$ cat src/hdl/cache_settings.svh
`ifndef CACHE_SETTINGS_SVH
`define CACHE_SETTINGS_SVH

// byte address seen by the directory
`define CACHE_ADDR_W    16
`define CACHE_OFFSET_W  2   // bytes per line as a power of two

// cache geometry
`define CACHE_N_SETS    8
`define CACHE_N_WAYS    4
`define CACHE_INDEX_W   3   // log2 of the set count
`define CACHE_NWAY_W    2   // log2 of the way count

// whatever is left of the address above offset and index is the tag
`define CACHE_TAG_W     (`CACHE_ADDR_W - `CACHE_OFFSET_W - `CACHE_INDEX_W)

// replacement policy codes
`define CACHE_LRU        0  // true LRU with a rank per way
`define CACHE_PLRU_MRU   1  // pseudo LRU built from one MRU bit per way
`define CACHE_PLRU_TREE  2  // pseudo LRU built from a binary tree of node bits

// policy built into the directory
`define CACHE_REP_POLICY `CACHE_LRU

`endif

$ cat src/hdl/cache_pkg.sv
`include "cache_settings.svh"

package cache_pkg;

   typedef logic [`CACHE_TAG_W-1:0]   tag_t;     // tag field of an address
   typedef logic [`CACHE_INDEX_W-1:0] index_t;   // set index field of an address
   typedef logic [`CACHE_N_WAYS-1:0]  way_oh_t;  // one bit per way
   typedef logic [`CACHE_NWAY_W-1:0]  way_idx_t; // binary way number

   // one directory entry, the valid bit sits above the tag
   typedef struct packed {
      logic valid;
      tag_t tag;
   } tag_entry_t;

   typedef tag_entry_t [`CACHE_N_WAYS-1:0] tag_set_t; // all ways of a set, way 0 in the low bits

   // policy state of one set, one type per policy
   typedef logic [`CACHE_N_WAYS-1:0][`CACHE_NWAY_W-1:0] lru_state_t; // rank per way, 0 is oldest
   typedef logic [`CACHE_N_WAYS-1:0] mru_state_t;    // set when the way was used recently
   typedef logic [`CACHE_N_WAYS-1:1] tree_state_t;   // node 1 is the root of the tree

   // binary number of the set bit in a one-hot way vector
   // the set bit indices are ORed so an all-zero vector gives way 0
   function automatic way_idx_t onehot_to_idx(input way_oh_t oh);
      way_idx_t idx;
      idx = '0;
      for (int i = 0; i < `CACHE_N_WAYS; i++)
      begin
         if (oh[i])
            idx = idx | way_idx_t'(i);
      end
      return idx;
   endfunction

endpackage

$ cat src/hdl/set_state_ram.sv
`timescale 1ns/1ps

// small register file with one entry per set
// read is combinational so a write at the end of one lookup is seen by the next lookup
module set_state_ram
  #(
    parameter type T         = logic,                           // payload stored per set
    parameter int  N_ENTRIES = 2**$bits(cache_pkg::index_t)     // one entry per set by default
    )
   (
    input  logic              clk,
    input  logic              rst_n,
    input  logic              we,     // write strobe, one per lookup
    input  cache_pkg::index_t addr,   // set being read and written
    input  T                  wdata,
    output T                  rdata
    );

   T mem [N_ENTRIES]; // the entries themselves

   // the whole array is cleared by reset so all entries start invalid
   always_ff @(posedge clk)
   begin
      if (!rst_n)
      begin
         for (int i = 0; i < N_ENTRIES; i++)
            mem[i] <= '0;
      end
      else if (we)
      begin
         mem[addr] <= wdata; // new value visible from the next cycle
      end
   end

   assign rdata = mem[addr]; // asynchronous read of the addressed set

endmodule

$ cat src/hdl/addr_decode.sv
`timescale 1ns/1ps
`include "cache_settings.svh"

// decode stage
// the request strobe is registered and the address is split into index and tag
module addr_decode
   (
    input  logic                     clk,
    input  logic                     rst_n,
    input  logic                     req,          // one cycle request strobe
    input  logic [`CACHE_ADDR_W-1:0] addr,         // byte address, sampled with req
    output logic                     lookup_valid, // lookup in progress this cycle
    output cache_pkg::index_t        lookup_index, // set to look at
    output cache_pkg::tag_t          lookup_tag    // tag to compare against the set
    );

   cache_pkg::index_t addr_index; // index field just above the line offset
   cache_pkg::tag_t   addr_tag;   // everything above the index

   // the offset bits select a byte inside the line and take no part in the lookup
   assign addr_index = addr[`CACHE_OFFSET_W +: `CACHE_INDEX_W];
   assign addr_tag   = addr[`CACHE_ADDR_W-1 -: `CACHE_TAG_W];

   // strobe register
   always_ff @(posedge clk)
   begin
      if (!rst_n)
         lookup_valid <= 1'b0;
      else
         lookup_valid <= req; // one cycle in, one cycle out
   end

   // address fields are only loaded with a request and hold otherwise
   always_ff @(posedge clk)
   begin
      if (req)
      begin
         lookup_index <= addr_index;
         lookup_tag   <= addr_tag;
      end
   end

endmodule

$ cat src/hdl/tag_lookup.sv
`timescale 1ns/1ps
`include "cache_settings.svh"

// execute stage
// compares the tag against every way of the set and fills the victim way on a miss
module tag_lookup
   (
    input  logic                clk,
    input  logic                rst_n,
    input  logic                lookup_valid, // lookup strobe from decode
    input  cache_pkg::index_t   lookup_index,
    input  cache_pkg::tag_t     lookup_tag,
    input  cache_pkg::way_oh_t  victim_way,   // way the policy gives up on a miss
    output cache_pkg::way_oh_t  access_way,   // way touched by this lookup, to the policy
    output logic                hit,
    output cache_pkg::way_idx_t way,          // binary number of access_way
    output logic                evict_valid,  // a valid tag is pushed out of the victim way
    output cache_pkg::tag_t     evict_tag
    );

   cache_pkg::tag_set_t   rd_set;       // tags of the addressed set
   cache_pkg::tag_set_t   fill_set;     // same set after the fill
   cache_pkg::way_oh_t    hit_vec;      // one bit per matching way
   cache_pkg::tag_entry_t victim_entry; // entry currently held in the victim way
   logic                  hit_any;

   // tag array, written at the edge that closes each lookup
   set_state_ram
     #(
       .T         (cache_pkg::tag_set_t),
       .N_ENTRIES (`CACHE_N_SETS)
       )
   u_tag_ram
     (
      .clk   (clk),
      .rst_n (rst_n),
      .we    (lookup_valid),
      .addr  (lookup_index),
      .wdata (fill_set),
      .rdata (rd_set)
      );

   // a way matches when it holds a valid copy of the tag
   always_comb
   begin
      for (int i = 0; i < `CACHE_N_WAYS; i++)
         hit_vec[i] = rd_set[i].valid && (rd_set[i].tag == lookup_tag);
   end

   assign hit_any      = |hit_vec;
   assign victim_entry = rd_set[cache_pkg::onehot_to_idx(victim_way)];

   // on a miss the victim way gets the new tag, a hit writes the set back unchanged
   always_comb
   begin
      fill_set = rd_set;
      for (int i = 0; i < `CACHE_N_WAYS; i++)
      begin
         if (!hit_any && victim_way[i])
         begin
            fill_set[i].valid = 1'b1;
            fill_set[i].tag   = lookup_tag;
         end
      end
   end

   // every output is quiet outside a lookup cycle
   assign access_way  = !lookup_valid ? '0 : (hit_any ? hit_vec : victim_way);
   assign hit         = lookup_valid && hit_any;
   assign way         = cache_pkg::onehot_to_idx(access_way);
   assign evict_valid = lookup_valid && !hit_any && victim_entry.valid;
   assign evict_tag   = evict_valid ? victim_entry.tag : '0; // old tag only when it was live

   // fills only go to ways that missed so a tag can never sit twice in a set
   a_hit_onehot: assert property (@(posedge clk) disable iff (!rst_n)
      lookup_valid |-> $onehot0(hit_vec))
      else $error("tag found in more than one way of set %0d", lookup_index);

endmodule

$ cat src/hdl/replacement_policy.sv
`timescale 1ns/1ps
`include "cache_settings.svh"

// result stage
// keeps the policy state of each set, names the victim way and updates the state on access
module replacement_policy
  #(
    parameter int REP_POLICY = `CACHE_LRU,    // one of the CACHE_* policy codes
    parameter int N_WAYS     = `CACHE_N_WAYS  // any power of two
    )
   (
    input  logic               clk,
    input  logic               rst_n,
    input  logic               write_en,   // state update strobe, one per lookup
    input  cache_pkg::way_oh_t way_hit,    // way that was accessed
    input  cache_pkg::index_t  line_addr,  // set whose state is used
    output cache_pkg::way_oh_t way_select  // victim way for a miss
    );

   localparam int NWAY_W = $clog2(N_WAYS);

   generate
      if (REP_POLICY == `CACHE_LRU)
      begin : g_lru
         cache_pkg::lru_state_t           state_q, state_d;
         logic [N_WAYS-1:0][NWAY_W-1:0]   rank_cur; // ranks after the all-zero default
         logic [NWAY_W-1:0]               hit_rank; // old rank of the accessed way

         always_comb
         begin
            hit_rank = '0;
            for (int i = 0; i < N_WAYS; i++)
               rank_cur[i] = (|state_q) ? state_q[i] : NWAY_W'(i); // untouched set ranks by way number
            for (int i = 0; i < N_WAYS; i++)
            begin
               if (way_hit[i])
                  hit_rank = hit_rank | rank_cur[i];
            end
            for (int i = 0; i < N_WAYS; i++)
            begin
               way_select[i] = (rank_cur[i] == '0); // rank 0 is the oldest way
               if (way_hit[i])
                  state_d[i] = '1;                  // accessed way becomes the newest
               else if (rank_cur[i] > hit_rank)
                  state_d[i] = rank_cur[i] - 1'b1;  // newer ways slide down one place
               else
                  state_d[i] = rank_cur[i];
            end
            if (!(|way_hit))
               state_d = state_q; // no access leaves the ranks alone
         end

         set_state_ram #(.T(cache_pkg::lru_state_t), .N_ENTRIES(`CACHE_N_SETS)) u_state_ram
           (
            .clk   (clk),
            .rst_n (rst_n),
            .we    (write_en),
            .addr  (line_addr),
            .wdata (state_d),
            .rdata (state_q)
            );
      end
      else if (REP_POLICY == `CACHE_PLRU_MRU)
      begin : g_plru_mru
         cache_pkg::mru_state_t state_q, state_d;

         // when the access would mark every way recent only the access bit is kept
         assign state_d = (&(state_q | way_hit)) ? way_hit : (state_q | way_hit);

         always_comb
         begin
            logic lower_set; // every lower way is marked recent
            lower_set = 1'b1;
            for (int i = 0; i < N_WAYS; i++)
            begin
               way_select[i] = !state_q[i] && lower_set; // lowest clear bit wins
               lower_set     = lower_set && state_q[i];
            end
         end

         set_state_ram #(.T(cache_pkg::mru_state_t), .N_ENTRIES(`CACHE_N_SETS)) u_state_ram
           (
            .clk   (clk),
            .rst_n (rst_n),
            .we    (write_en),
            .addr  (line_addr),
            .wdata (state_d),
            .rdata (state_q)
            );
      end
      else
      begin : g_plru_tree
         cache_pkg::tree_state_t state_q, state_d;

         // walk from the root, a 0 node goes left and a 1 node goes right
         always_comb
         begin
            int node;
            node = 1;
            for (int l = 0; l < NWAY_W; l++)
               node = 2 * node + int'(state_q[node]);
            way_select = '0;
            way_select[node - N_WAYS] = 1'b1; // leaves N_WAYS and up map onto the ways
         end

         // nodes on the path of the accessed way are turned to point away from it
         always_comb
         begin
            int   n;
            int   span;      // ways under each child of node n
            int   left_base; // first way under the left child
            logic hit_l;
            logic hit_r;
            state_d = state_q;
            for (int l = 1; l <= NWAY_W; l++)
            begin
               for (int j = 0; j < (1 << (l - 1)); j++)
               begin
                  n         = (1 << (l - 1)) + j;
                  span      = N_WAYS >> l;
                  left_base = 2 * n * span - N_WAYS;
                  hit_l     = 1'b0;
                  hit_r     = 1'b0;
                  for (int w = 0; w < N_WAYS; w++)
                  begin
                     if (way_hit[w] && (w >= left_base) && (w < left_base + span))
                        hit_l = 1'b1;
                     if (way_hit[w] && (w >= left_base + span) && (w < left_base + 2 * span))
                        hit_r = 1'b1;
                  end
                  if (hit_l)
                     state_d[n] = 1'b1;
                  else if (hit_r)
                     state_d[n] = 1'b0;
               end
            end
         end

         set_state_ram #(.T(cache_pkg::tree_state_t), .N_ENTRIES(`CACHE_N_SETS)) u_state_ram
           (
            .clk   (clk),
            .rst_n (rst_n),
            .we    (write_en),
            .addr  (line_addr),
            .wdata (state_d),
            .rdata (state_q)
            );
      end
   endgenerate

   a_access_onehot: assert property (@(posedge clk) disable iff (!rst_n)
      write_en |-> $onehot0(way_hit))
      else $error("policy update with more than one accessed way");

   // holds only while the stored state stays legal from one update to the next
   // the victim is only used in a lookup cycle, the set index is undefined before the first one
   a_victim_onehot: assert property (@(posedge clk) disable iff (!rst_n)
      write_en |-> $onehot(way_select))
      else $error("policy names %b as victim for set %0d", way_select, line_addr);

endmodule

$ cat src/hdl/cache_directory.sv
`timescale 1ns/1ps
`include "cache_settings.svh"

// tag directory of the set-associative cache
// decode registers the request, lookup and policy answer in the next cycle
module cache_directory
   (
    input  logic                     clk,
    input  logic                     rst_n,
    input  logic                     req,         // one cycle request strobe
    input  logic [`CACHE_ADDR_W-1:0] addr,
    output logic                     resp_valid,  // one cycle response strobe
    output logic                     hit,
    output cache_pkg::way_idx_t      way,
    output logic                     evict_valid,
    output cache_pkg::tag_t          evict_tag
    );

   logic               lookup_valid;
   cache_pkg::index_t  lookup_index;
   cache_pkg::tag_t    lookup_tag;
   cache_pkg::way_oh_t access_way;  // lookup to policy
   cache_pkg::way_oh_t victim_way;  // policy back to lookup

   addr_decode u_decode
     (
      .clk          (clk),
      .rst_n        (rst_n),
      .req          (req),
      .addr         (addr),
      .lookup_valid (lookup_valid),
      .lookup_index (lookup_index),
      .lookup_tag   (lookup_tag)
      );

   tag_lookup u_lookup
     (
      .clk          (clk),
      .rst_n        (rst_n),
      .lookup_valid (lookup_valid),
      .lookup_index (lookup_index),
      .lookup_tag   (lookup_tag),
      .victim_way   (victim_way),
      .access_way   (access_way),
      .hit          (hit),
      .way          (way),
      .evict_valid  (evict_valid),
      .evict_tag    (evict_tag)
      );

   replacement_policy
     #(
       .REP_POLICY (`CACHE_REP_POLICY),
       .N_WAYS     (`CACHE_N_WAYS)
       )
   u_policy
     (
      .clk        (clk),
      .rst_n      (rst_n),
      .write_en   (lookup_valid), // both state memories update at the same edge
      .way_hit    (access_way),
      .line_addr  (lookup_index),
      .way_select (victim_way)
      );

   assign resp_valid = lookup_valid; // the response leaves in the lookup cycle itself

endmodule

$ cat config.mk
export PLATFORM = sky130hd
export DESIGN_NAME = cache_directory
export DESIGN_NICKNAME = d
export VERILOG_FILES = /design/src/hdl/cache_pkg.sv /design/src/hdl/set_state_ram.sv /design/src/hdl/addr_decode.sv /design/src/hdl/tag_lookup.sv /design/src/hdl/replacement_policy.sv /design/src/hdl/cache_directory.sv
export VERILOG_INCLUDE_DIRS = /design/src /design/src/hdl
export SDC_FILE = /design/constraint.sdc
export NUM_CORES = 1
export LEC_CHECK = 0
export ABC_AREA = 0
export BUFFER_PORTS_ARGS = -buffer_cell sky130_fd_sc_hd__buf_2
export CORE_MARGIN = 2
export CORE_UTILIZATION = 45
export DETAILED_ROUTE_END_ITERATION = 8
export GPL_ROUTABILITY_DRIVEN = 1
export SYNTH_ARGS = -nofsm -noshare
export SYNTH_HDL_FRONTEND = slang
export SYNTH_SLANG_ARGS = --single-unit
$ cat constraint.sdc
create_clock -name clk -period 5.7 [get_ports clk]
set_input_delay 0.57 -clock clk [delete_from_list [all_inputs] [get_ports clk]]
set_output_delay 0.57 -clock clk [all_outputs]
set_load 0.01 [all_outputs]
==> results.yml <==
final_layout:
  drive_gt1_share_pct: 21.3
  n_antenna_cell: 0
  finalNonFillerCells: 2405
  final_util_pct: 51.6
  final-seq-area_um2: 14000
  fillers: 4201
  multi_input_area_um2: 7880
  syn2layout_area_growth_pct: 13.3
  layout.nets: 1731
  final_area_um2: 25300
logic_synthesis:
  synthFlopType: "edfxtp_1"
  synthCells: 1653
  synth_top_area_cell: "edfxtp_1"
  netlist.area_leader.share_pct: 62.2
  yosys_warnings: 0
  syn-num-nets: 1684
  synth_area_um2: 22300
  synth-seq-cells: 466
  netlist-cell-type-count: 72
  async_flop_share_pct: 0
  avgSynthCellArea_um2: 13.5
  synth_enable_flop_cells: 462
  synth-seq-area-share_pct: 62.6
  yosys-top-cells-area: "edfxtp_1 (62%), mux4_2 (8.2%), nor2_1 (7.1%)"
timing:
  hold_violations: 0
  setup_viol: 0
  fmax_mhz: 181
  hold_ws_ns: 0.127
  worst_slack_ns: 0.179
  fin_skew_ns: 0.0313
  tns_ns: 0
  post-route-period-util_pct: 96.9
  slew_headroom_pct: 30.2
  period_needed_ns: 5.52
  worst_pin_slew_ns: 1.05
  slew_viol_final: 0
place:
  io_buffer_count: 32
  placed_cells: 2310
  place_ws_ns: 0.246
  place.gp.congestion: 0.892
  place_area_um2: 23500
  dpl.hpwl_um: 37200
power_and_ir_drop:
  power_density_nw_per_um2: 359
  comb_power_share_pct: 19.2
  finalPower_mw: 9.09
  p_int_mw: 6.49
  leakagePower_nw: 9.17
  switchingPower_mw: 2.59
  pwr-share-seq_pct: 44.0
  ir_drop_v: 0.000254
  clockPowerShare_pct: 36.8
  switching_share_pct: 28.5
global_route:
  grt_max_degree: 58
  track_usage_pct: 26.1
  grt_pass1_vias: 14420
  antenna_found_initial: 0
  overflow: 0
  grt_pass1_wl_um: 96000
routing:
  wl_per_cell_um: 27.0
  postRouteAntennaNets: 0
  routed_via_density: 5.97
  first_pass_iters: 5
  vias: 14353
  routed_wl_um: 65100
  post-route-drc-count: 0
  drt_iter0_markers: 1510
clocking:
  cts_root_buf: "clkbuf_16"
  clkTransAtPathRegs_ns: 0.06
  numCtsBuffers: 50
  holdBufCountCts: 0
  cts_buffer_depth: 3
  clkLatencyLatePin_ns: 0.62
  cts_tree: "done"
  cts.sinks: 466
  htreeDepth: 2
worst_setup_path:
  crit_path_end_kind: "primary output"
  r2r_setup_slack_ns: 0.29
  crit_chain: "buf_6 > mux4_2 > mux2_2 > nor3_1 > and4_2 > or2_2 > inv_1 > ha_1 > buf_4 > or2_2 > nand2_1 > o221ai_1 > a21oi_1 > nand2_4 > a211oi_2 > buf_2"
  worstPathArrival_ns: 4.95
  critPathBufInv: 4
  cp_top_family: "simple AND/OR/NAND/NOR gates"
  crit_type: "reg -> out"
  cpPeakStageDelay_ns: 0.51
  timing.rr.end: "u_policy.g_lru.u_state_ram.mem[3][0]"
  endpoint: "evict_tag[3]"
  worstPathRequired_ns: 5.13
  cp_num_cells: 16
  r2r_cells: 19
  crit_fanout: 12
  startpoint_type: "register"
  critPathSlowestCell: "mux4_2"
  path_common_cell: "or2_2"
floorplanning:
  core-area_um2: 49000
  die_x_um: 227
  fp.dieArea_um2: 51400
  rows: 81
  die_h_um: 227
  start_util_pct: 45.6
  ios: 35
job:
  cap_viol_max_count: 0
run_status:
  status: "complete, no violations"
worst_hold_path:
  hp-class: "in -> reg"
## cell usage after synthesis, drive strengths merged (3+ instances only)
master,number
a211oi,16
a21o,3
a21oi,69
a22o,23
a22oi,7
and2,7
and3,5
buf,42
clkbuf,69
dfxtp,4
edfxtp,462
ha,12
inv,27
mux2,34
mux2i,118
mux4,81
nand2,50
nand3,11
nand4,6
nor2,431
nor2b,16
nor3,48
nor3b,3
nor4,5
o2111ai,3
o21a,12
o21ai,16
o22ai,4
or2,7
xnor2,25
xor2,7
## how the worst min path moves through the flow
stage                              from                      end  slack, ns  depth (start not counted)
3_3_place_gp   u_decode.lookup_index[2]                 register       0.58                          1
6_report                       addr[15]  u_decode.lookup_tag[10]       0.13                          1
2_1_floorplan  u_decode.lookup_index[0]                 register       0.53                          1
3_5_place_dp   u_decode.lookup_index[2]                 register       0.58                          1
4_1_cts                        addr[15]  u_decode.lookup_tag[10]       0.11                          1
5_1_grt                        addr[15]  u_decode.lookup_tag[10]       0.13                          1
## repair_timing
action,4_1_cts,5_1_grt
pin swaps,0,1
buffers inserted,1,1
setup endpoints to repair,6,54
resized for setup,6,13
## cell usage in the layout (no fill, tap or decap), types with 7 or more instances in the layout
master and n:
ha_1 12, o21ai_0 12, o21a_1 12, clkinv_1 15, a21oi_1 66, nand2_1 33, inv_1 25, nand3_1 7
buf_12 9, nor2b_1 16, mux4_2 81, a211oi_2 7, mux2i_1 98, buf_4 63, clkbuf_1 9, a211oi_1 9
nor2_1 423, nor2_2 8, a22o_1 23, buf_2 32, xnor2_1 25, and2_1 7, mux2_2 34, nand2_4 11
bufinv_16 7, edfxtp_1 462, mux2i_2 15, clkbuf_16 51, nor3_1 46
## power by group through the flow
stage	registers (mW)	clock network [mW]	logic [mW]
after floorplan	4.02	0	1.16
after global placement	4.06	0	1.66
after detailed placement	4.07	0	1.68
after CTS	4.00	3.38	1.70
after global routing	4.01	3.50	1.87
final	4.00	3.35	1.74
## routing by layer
| metal | wire [um] | track usage, % | vias up | share of wire [%] |
|---|---|---|---|---|
| met3 | 4880 | 4.15 | 118 | 7.5 |
| met5 | 0 | 0 | - | 0 |
| met2 | 31500 | 43.2 | 611 | 48 |
| li1 | - | - | 6241 | - |
| met4 | 1860 | 8.43 | 0 | 2.9 |
| met1 | 26800 | 35.3 | 7383 | 41 |
## cell type report
cell class	instances	share of cell area, %
clock inverters	33	1.40
repair buffers	106	3.31
flip-flops and latches	466	55.2
well taps	664	3.29
inverters	28	0.416
clock buffers	60	5.18
multi-input cells	1048	31.2
## flip-flops by register name, indices dropped and copies added (netlist names), named ones only
| register | count |
|---|---|
| u_decode.lookup_valid | 1 |
| u_decode.lookup_index | 3 |
| u_lookup.u_tag_ram.mem | 384 |
| u_policy.g_lru.u_state_ram.mem | 64 |
| u_decode.lookup_tag | 11 |
## cell families after synthesis
| kind of cell | Yosys count | share of synthesized area, % |
|---|---|---|
| flip-flops | 466 | 62.6 |
| AO/OA/AOI/OAI | 166 | 5.10 |
| adder cells (fa/ha/maj) | 12 | 0.673 |
| AND/OR/NAND/NOR | 605 | 11.7 |
| multiplexers | 233 | 15.7 |
| XOR/XNOR | 32 | 1.26 |
| buffers and inverters | 139 | 2.99 |
## worst register-to-register path: stages, from the launching register on
cell,delay [ns]
dfxtp_4,0.51
buf_12,0.28
mux4_2,0.58
mux2i_4,0.24
or2_1,0.16
nand4b_1,0.18
or4b_1,0.61
o21ai_1,0.26
nor2_1,0.07
o21a_1,0.31
a221oi_2,0.38
buf_4,0.18
ha_1,0.24
nor2b_1,0.13
o21ai_0,0.24
buf_4,0.18
a21oi_1,0.10
nor4_4,0.22
buf_4,0.20
nor3_1,0.06
No activity file was read; power rests on OpenSTA's default activity.
